`src/design/port_pkg.sv`:
```
package port_pkg;

    //////////////////////////////
    // sizes
    //////////////////////////////

    localparam int NUM_MASTERS = 3;
    localparam int ADDR_W      = 32;
    localparam int DATA_W      = 32;

    // index width for the round-robin pointer
    localparam int PTR_W = (NUM_MASTERS > 1) ? $clog2(NUM_MASTERS) : 1;

    //////////////////////////////
    // encodings
    //////////////////////////////

    // standard AHB-Lite transfer types
    typedef enum logic [1:0] {
        HTRANS_IDLE   = 2'b00,
        HTRANS_BUSY   = 2'b01,
        HTRANS_NONSEQ = 2'b10,
        HTRANS_SEQ    = 2'b11
    } htrans_e;

    typedef enum logic {
        ARB_FREE  = 1'b0,
        ARB_OWNED = 1'b1
    } arb_state_e;

    //////////////////////////////
    // bundles
    //////////////////////////////

    // address phase, 38 bits
    typedef struct packed {
        htrans_e             htrans;
        logic                hwrite;
        logic [2:0]          hsize;
        logic [ADDR_W-1:0]   haddr;
    } ahb_addr_t;

    // slave response, 34 bits
    typedef struct packed {
        logic [DATA_W-1:0]   hrdata;
        logic                hresp;
        logic                hready;
    } ahb_rsp_t;

    // one bit per master, bit i is master i
    typedef logic [NUM_MASTERS-1:0] mst_vec_t;

    typedef logic [PTR_W-1:0] ptr_t;

endpackage

```
`src/design/rr_priority.sv`:
```
`timescale 1ns/1ps

module rr_priority (
    input  logic                HCLK,
    input  logic                HRESETn,
    input  port_pkg::mst_vec_t  req_i,
    input  logic                grant_take_i,
    output port_pkg::mst_vec_t  winner_o
);

    port_pkg::ptr_t ptr_q;
    port_pkg::ptr_t win_idx;
    logic           win_found;

    // step an index forward with wrap at the master count
    function automatic port_pkg::ptr_t wrap_idx(
        input port_pkg::ptr_t base,
        input int unsigned    ofs
    );
        int unsigned sum;
        sum = (int'(base) + ofs) % port_pkg::NUM_MASTERS;
        return port_pkg::ptr_t'(sum);
    endfunction

    //////////////////////////////
    // winner select
    //////////////////////////////

    // scan from the pointer, the first requester wins
    always_comb begin
        winner_o  = '0;
        win_idx   = ptr_q;
        win_found = 1'b0;
        for (int k = 0; k < port_pkg::NUM_MASTERS; k++) begin
            if (!win_found && req_i[wrap_idx(ptr_q, k)]) begin
                win_idx   = wrap_idx(ptr_q, k);
                win_found = 1'b1;
            end
        end
        if (win_found) begin
            winner_o[win_idx] = 1'b1;
        end
    end

    //////////////////////////////
    // pointer update
    //////////////////////////////

    // the master just served drops to lowest priority
    always_ff @(posedge HCLK or negedge HRESETn) begin
        if (!HRESETn) begin
            ptr_q <= '0;
        end else if (grant_take_i && win_found) begin
            ptr_q <= wrap_idx(win_idx, 1);
        end
    end

endmodule

```
`src/design/arb_ctrl.sv`:
```
`timescale 1ns/1ps

module arb_ctrl (
    input  logic                 HCLK,
    input  logic                 HRESETn,
    input  port_pkg::ahb_addr_t  mst_addr_i [port_pkg::NUM_MASTERS],
    input  logic                 slv_hready_i,
    input  port_pkg::mst_vec_t   winner_i,
    output port_pkg::mst_vec_t   req_o,
    output logic                 grant_take_o,
    output port_pkg::mst_vec_t   addr_grant_o,
    output port_pkg::mst_vec_t   data_owner_o
);

    port_pkg::arb_state_e state;
    port_pkg::arb_state_e state_nxt;
    port_pkg::mst_vec_t   grant_nxt;
    port_pkg::mst_vec_t   owner_nxt;
    port_pkg::mst_vec_t   xfer;
    logic                 owner_idle;
    logic                 granted_xfer;

    //////////////////////////////
    // request decode
    //////////////////////////////

    // any non-IDLE htrans is a request, only NONSEQ/SEQ open a data phase
    always_comb begin
        for (int i = 0; i < port_pkg::NUM_MASTERS; i++) begin
            req_o[i] = (mst_addr_i[i].htrans != port_pkg::HTRANS_IDLE);
            xfer[i]  = (mst_addr_i[i].htrans == port_pkg::HTRANS_NONSEQ) ||
                       (mst_addr_i[i].htrans == port_pkg::HTRANS_SEQ);
        end
    end

    // grant is one-hot, so masking is enough to look at the owner
    assign owner_idle   = ~|(addr_grant_o & req_o);
    assign granted_xfer = |(addr_grant_o & xfer);

    // rr_priority rotates on this pulse
    assign grant_take_o = (state == port_pkg::ARB_FREE) && (|req_o);

    //////////////////////////////
    // grant FSM
    //////////////////////////////

    always_comb begin
        state_nxt = state;
        grant_nxt = addr_grant_o;
        case (state)
            port_pkg::ARB_FREE: begin
                if (grant_take_o) begin
                    state_nxt = port_pkg::ARB_OWNED;
                    grant_nxt = winner_i;
                end
            end
            port_pkg::ARB_OWNED: begin
                // release only once the owner has gone IDLE and the slave is ready
                if (slv_hready_i && owner_idle) begin
                    state_nxt = port_pkg::ARB_FREE;
                    grant_nxt = '0;
                end
            end
        endcase
    end

    // data phase follows the accepted address phase
    assign owner_nxt = granted_xfer ? addr_grant_o : '0;

    always_ff @(posedge HCLK or negedge HRESETn) begin
        if (!HRESETn) begin
            state        <= port_pkg::ARB_FREE;
            addr_grant_o <= '0;
            data_owner_o <= '0;
        end else begin
            state        <= state_nxt;
            addr_grant_o <= grant_nxt;
            // wait states hold the current data phase
            if (slv_hready_i) begin
                data_owner_o <= owner_nxt;
            end
        end
    end

endmodule

```
`src/design/master_mux.sv`:
```
`timescale 1ns/1ps

module master_mux (
    input  port_pkg::ahb_addr_t       mst_addr_i   [port_pkg::NUM_MASTERS],
    input  logic [port_pkg::DATA_W-1:0] mst_hwdata_i [port_pkg::NUM_MASTERS],
    input  port_pkg::mst_vec_t        addr_grant_i,
    input  port_pkg::mst_vec_t        data_owner_i,
    output port_pkg::ahb_addr_t       slv_addr_o,
    output logic [port_pkg::DATA_W-1:0] slv_hwdata_o
);

    //////////////////////////////
    // address phase
    //////////////////////////////

    // no grant means the slave sees an IDLE transfer
    always_comb begin
        slv_addr_o        = '0;
        slv_addr_o.htrans = port_pkg::HTRANS_IDLE;
        for (int i = 0; i < port_pkg::NUM_MASTERS; i++) begin
            if (addr_grant_i[i]) begin
                slv_addr_o = mst_addr_i[i];
            end
        end
    end

    //////////////////////////////
    // write data
    //////////////////////////////

    // hwdata belongs to the data phase, so it follows the owner and not the grant
    always_comb begin
        slv_hwdata_o = '0;
        for (int i = 0; i < port_pkg::NUM_MASTERS; i++) begin
            if (data_owner_i[i]) begin
                slv_hwdata_o = mst_hwdata_i[i];
            end
        end
    end

endmodule

```
`src/design/response_router.sv`:
```
`timescale 1ns/1ps

module response_router (
    input  port_pkg::ahb_addr_t  mst_addr_i [port_pkg::NUM_MASTERS],
    input  port_pkg::ahb_rsp_t   slv_rsp_i,
    input  port_pkg::mst_vec_t   addr_grant_i,
    input  port_pkg::mst_vec_t   data_owner_i,
    output port_pkg::ahb_rsp_t   mst_rsp_o  [port_pkg::NUM_MASTERS]
);

    port_pkg::mst_vec_t req;
    port_pkg::mst_vec_t on_bus;

    always_comb begin
        for (int i = 0; i < port_pkg::NUM_MASTERS; i++) begin
            req[i]    = (mst_addr_i[i].htrans != port_pkg::HTRANS_IDLE);
            on_bus[i] = addr_grant_i[i] | data_owner_i[i];
        end
    end

    //////////////////////////////
    // per-master response
    //////////////////////////////

    always_comb begin
        for (int i = 0; i < port_pkg::NUM_MASTERS; i++) begin
            // read data and error only reach the data owner
            mst_rsp_o[i].hrdata = data_owner_i[i] ? slv_rsp_i.hrdata : '0;
            mst_rsp_o[i].hresp  = data_owner_i[i] ? slv_rsp_i.hresp : 1'b0;

            // a waiting requester is stalled, an idle master sees ready
            if (on_bus[i]) begin
                mst_rsp_o[i].hready = slv_rsp_i.hready;
            end else begin
                mst_rsp_o[i].hready = ~req[i];
            end
        end
    end

endmodule

```
`src/design/ahb_master_port.sv`:
```
`timescale 1ns/1ps

module ahb_master_port (
    input  logic                        HCLK,
    input  logic                        HRESETn,
    input  port_pkg::ahb_addr_t         mst_addr_i   [port_pkg::NUM_MASTERS],
    input  logic [port_pkg::DATA_W-1:0] mst_hwdata_i [port_pkg::NUM_MASTERS],
    output port_pkg::ahb_rsp_t          mst_rsp_o    [port_pkg::NUM_MASTERS],
    output port_pkg::ahb_addr_t         slv_addr_o,
    output logic [port_pkg::DATA_W-1:0] slv_hwdata_o,
    input  port_pkg::ahb_rsp_t          slv_rsp_i
);

    port_pkg::mst_vec_t req;
    port_pkg::mst_vec_t winner;
    port_pkg::mst_vec_t addr_grant;
    port_pkg::mst_vec_t data_owner;
    logic               grant_take;

    //////////////////////////////
    // control
    //////////////////////////////

    arb_ctrl u_arb_ctrl (
        .HCLK         (HCLK),
        .HRESETn      (HRESETn),
        .mst_addr_i   (mst_addr_i),
        .slv_hready_i (slv_rsp_i.hready),
        .winner_i     (winner),
        .req_o        (req),
        .grant_take_o (grant_take),
        .addr_grant_o (addr_grant),
        .data_owner_o (data_owner)
    );

    rr_priority u_rr_priority (
        .HCLK         (HCLK),
        .HRESETn      (HRESETn),
        .req_i        (req),
        .grant_take_i (grant_take),
        .winner_o     (winner)
    );

    //////////////////////////////
    // datapath
    //////////////////////////////

    master_mux u_master_mux (
        .mst_addr_i   (mst_addr_i),
        .mst_hwdata_i (mst_hwdata_i),
        .addr_grant_i (addr_grant),
        .data_owner_i (data_owner),
        .slv_addr_o   (slv_addr_o),
        .slv_hwdata_o (slv_hwdata_o)
    );

    response_router u_response_router (
        .mst_addr_i   (mst_addr_i),
        .slv_rsp_i    (slv_rsp_i),
        .addr_grant_i (addr_grant),
        .data_owner_i (data_owner),
        .mst_rsp_o    (mst_rsp_o)
    );

endmodule

```
`config.mk`:
```
export PLATFORM = sky130hd
export DESIGN_NAME = ahb_master_port
export DESIGN_NICKNAME = d
export VERILOG_FILES = /design/src/design/port_pkg.sv /design/src/design/rr_priority.sv /design/src/design/arb_ctrl.sv /design/src/design/master_mux.sv /design/src/design/response_router.sv /design/src/design/ahb_master_port.sv
export SDC_FILE = /design/constraint.sdc
export NUM_CORES = 1
export LEC_CHECK = 0
export BUFFER_PORTS_ARGS = -buffer_cell sky130_fd_sc_hd__buf_4
export CORE_AREA = 4 4 160 162
export CTS_BUF_LIST = sky130_fd_sc_hd__clkbuf_8
export DETAILED_ROUTE_END_ITERATION = 7
export DIE_AREA = 0 0 164 166
export PLACE_DENSITY = 0.39
export SYNTH_ARGS = -nofsm -noshare
export SYNTH_HDL_FRONTEND = slang
export SYNTH_HIERARCHICAL = 1
export SYNTH_SLANG_ARGS = --single-unit
```
`constraint.sdc`:
```
create_clock -name HCLK -period 4.8 [get_ports HCLK]
set_clock_uncertainty 0.15 [all_clocks]
set_input_delay 0.72 -clock HCLK [delete_from_list [all_inputs] [get_ports HCLK]]
set_output_delay 0.72 -clock HCLK [all_outputs]
set_load 0.01 [all_outputs]
```
==> impl_metrics.tcl <==
set metrics [dict create \
    status "complete, no violations" \
    ctsResizeCount 0 \
    clock_latency_ns 0.24 \
    synth_top_area_share_pct 20.17 \
    slew_headroom_pct 34.86 \
    vias_per_cell 4.154 \
    clk_pin_slew_worst_paths_ns 0.05 \
    core_area_um2 24110 \
    async_flop_share_pct 100.0 \
    synth_most_common_cell "a21oi_1" \
    antenna_cells 0 \
    clk_path_buf_depth 2 \
    grt_pass1_vias 5014 \
    hpwl_um 17770 \
    die_x_um 164 \
    crit_type "flip-flop to output port" \
    yosysWarnings 6 \
    grt_max_degree 64 \
    syn_area_um2 3450 \
    start_util_pct 14.31 \
    r2r-end "u_arb_ctrl/addr_grant_o[1]$_DFFE_PN0P_" \
    yosys-top-cells-count "a21oi_1 (139), and2_1 (93), nand3b_1 (72), nor2b_1 (71), buf_2 (17)" \
    gp_congestion 0.8439 \
    yosysTopAreaCell "a21oi_1" \
    syn_avg_cell_area_um2 6.596 \
    die_y_um 166 \
    die-area_um2 27220 \
    ys_seq_area_share_pct 6.529 \
    ff2ff_path_depth 9 \
    cts-root-buf "clkbuf_8" \
    ctsHoldBuffers 0 \
    drc 0 \
    grt-ovfl-total 0 \
    wl_per_cell_um 17.51 \
    drive_gt1_share_pct 49.94 \
    synth_edf_count 0 \
    path_max_fanout 47 \
    r2r-start "u_rr_priority/ptr_q[0]$_DFFE_PN0P_" \
    slew_violations 0 \
    syn_nets 773 \
    arrival_ns 2.05 \
    p_leak_uw 0.003225 \
    fin_crit_sh_pct 60.83 \
    max_cap_viol_count 0 \
    powerDensity_nw_per_um2 369.2 \
    grt_pass1_wl_um 31200 \
    antenna_found_initial 1 \
    cts_buffers 3 \
    placed_cell_area_um2 6726 \
    areaGrowthSynthToFinish_pct 96.30 \
    synthesis.instances 523 \
    cp-end-kind "output port" \
    drtAntennaViolNets 0 \
    hold_viol 0 \
    ir_drop_v 0.0001756 \
    synth_seq_cells 9 \
    num_io_pins 418 \
    tns_ns 0 \
    cts_tree "done" \
    num-fill-cells 2760 \
    fp-row-count 57 \
    cts_setup_buffers 0 \
    grtUsageTotal_pct 14.35 \
    rsz0062_at_grt "no" \
    cts_htree_levels 1 \
    finalWirelength_um 21480 \
    max_freq_ghz 0.3425 \
    numClockSinks 9 \
    fin_nets 1154 \
    min_period_ns 2.920 \
    r2r_setup_slack_ns 2.25 \
    tightest_slew_ns 0.9772 \
    setup_violations 0 \
    vias 5097 \
    io_buffers 417 \
    dr.pass1.iters 5 \
    crit_required_ns 3.93 \
    yosysUniqueCellTypes 45 \
    worst_setup_path_start_kind "flip-flop" \
    fin_area_um2 6771 \
    drt_iter0_markers 267 \
    holdCritPathClass "input port to async pin" \
    yosys_most_used_dff "dfrtp_1" \
    synth.area.top_cells "a21oi_1 (20%), and2_1 (17%), nand3b_1 (16%)" \
]
[area by class of cell]
type | instances | area [um^2] | share of cell area, %
clock inverter | 1 | 3.754 | 0.05543
inverter | 7 | 26.28 | 0.3880
tap | 324 | 405.4 | 5.987
multi-input combinational | 458 | 2873 | 42.42
timing repair buffer | 425 | 3191 | 47.12
clock buffer | 3 | 41.29 | 0.6098
sequential | 9 | 231.5 | 3.418
[metrics by stage]
step | hold slack, ns | setup WS (ns) | std cells | power [uW] | utilization [%]
2_1_floorplan | 0.2744 | 2.315 | 523 | 1480 | -
3_3_place_gp | 0.4077 | 2.013 | 1223 | 2472 | 27.90
3_5_place_dp | 0.4097 | 2.009 | 1223 | 2439 | 27.90
4_1_cts | 0.1570 | 1.847 | 1227 | 2538 | 28.09
5_1_grt | 0.1619 | 1.686 | 1227 | 2741 | 28.09
6_report | 0.1559 | 1.880 | 1227 | 2500 | 28.09
[worst max path at each step]
stage	start	to	slack [ns]	cells after the start
after floorplan	mst_addr_i[36]	u_arb_ctrl/addr_grant_o[0]$_DFFE_PN0P_	2.31	10
after global placement	mst_addr_i[74]	u_arb_ctrl/addr_grant_o[1]$_DFFE_PN0P_	2.01	9
after detailed placement	mst_addr_i[74]	u_arb_ctrl/addr_grant_o[1]$_DFFE_PN0P_	2.01	9
after CTS	u_arb_ctrl/data_owner_o[1]$_DFFE_PN0P_	slv_hwdata_o[7]	1.85	4
after global routing	u_arb_ctrl/data_owner_o[2]$_DFFE_PN0P_	slv_hwdata_o[7]	1.69	4
final	u_arb_ctrl/data_owner_o[0]$_DFFE_PN0P_	slv_hwdata_o[18]	1.88	4
[placed cells by master, fill, tap and decap left out, types with 2 or more instances in the layout]
cell type,n
nand3b_1,72
or2_2,4
o41ai_1,3
dfrtp_1,4
a21oi_1,139
o22ai_1,3
inv_1,8
clkbuf_8,3
nand3_1,3
dfrtp_2,5
nand2b_1,3
mux2i_1,5
or2_1,2
o21ai_1,3
o211ai_1,8
nor2_1,4
and2_2,7
ha_1,4
buf_4,425
nor2b_1,71
nand2_1,7
o21ai_0,7
and2_1,93
a21oi_2,2
[state kept, by name (all words and copies together), names as in the netlist]
signal / count
u_arb_ctrl/state: 1
u_arb_ctrl/data_owner_o: 3
u_rr_priority/ptr_q: 2
u_arb_ctrl/addr_grant_o: 3
[report_power, final]
part	total [uW]	internal, uW	switching [uW]
registers	250	102	147
logic	2160	1120	1040
clock network	87.4	55.8	31.6
total	2500	1280	1220
[critical path, cell delays in order (launching register included)]
cell and delay [ns]:
dfrtp_2 0.85, buf_4 0.40, nand3b_1 0.11, a21oi_1 0.25, buf_4 0.18
[layer usage]
| metal | GRT usage (%) | up-vias | wire length [um] |
|---|---|---|---|
| met5 | 0 | - | 13 |
| met4 | 1.568 | 2 | 129 |
| met3 | 3.152 | 8 | 1740 |
| met2 | 27.09 | 210 | 11230 |
| met1 | 16.93 | 2305 | 8369 |
| li1 | - | 2572 | - |
[kinds of logic (layout without fill, tap and decap cells)]
logic type | after synthesis | after routing | synth area share, %
DFF | 9 | 9 | 6.529
xor gates and xnor gates | 1 | 1 | 0.2539
muxes | 6 | 6 | 1.886
buffers and inverters | 56 | 436 | 10.19
adders and majority gates | 4 | 4 | 1.451
and+or+nand+nor | 272 | 272 | 51.83
AOI/OAI and AO/OA | 175 | 175 | 27.86
Power figures use the tool's default switching activity.
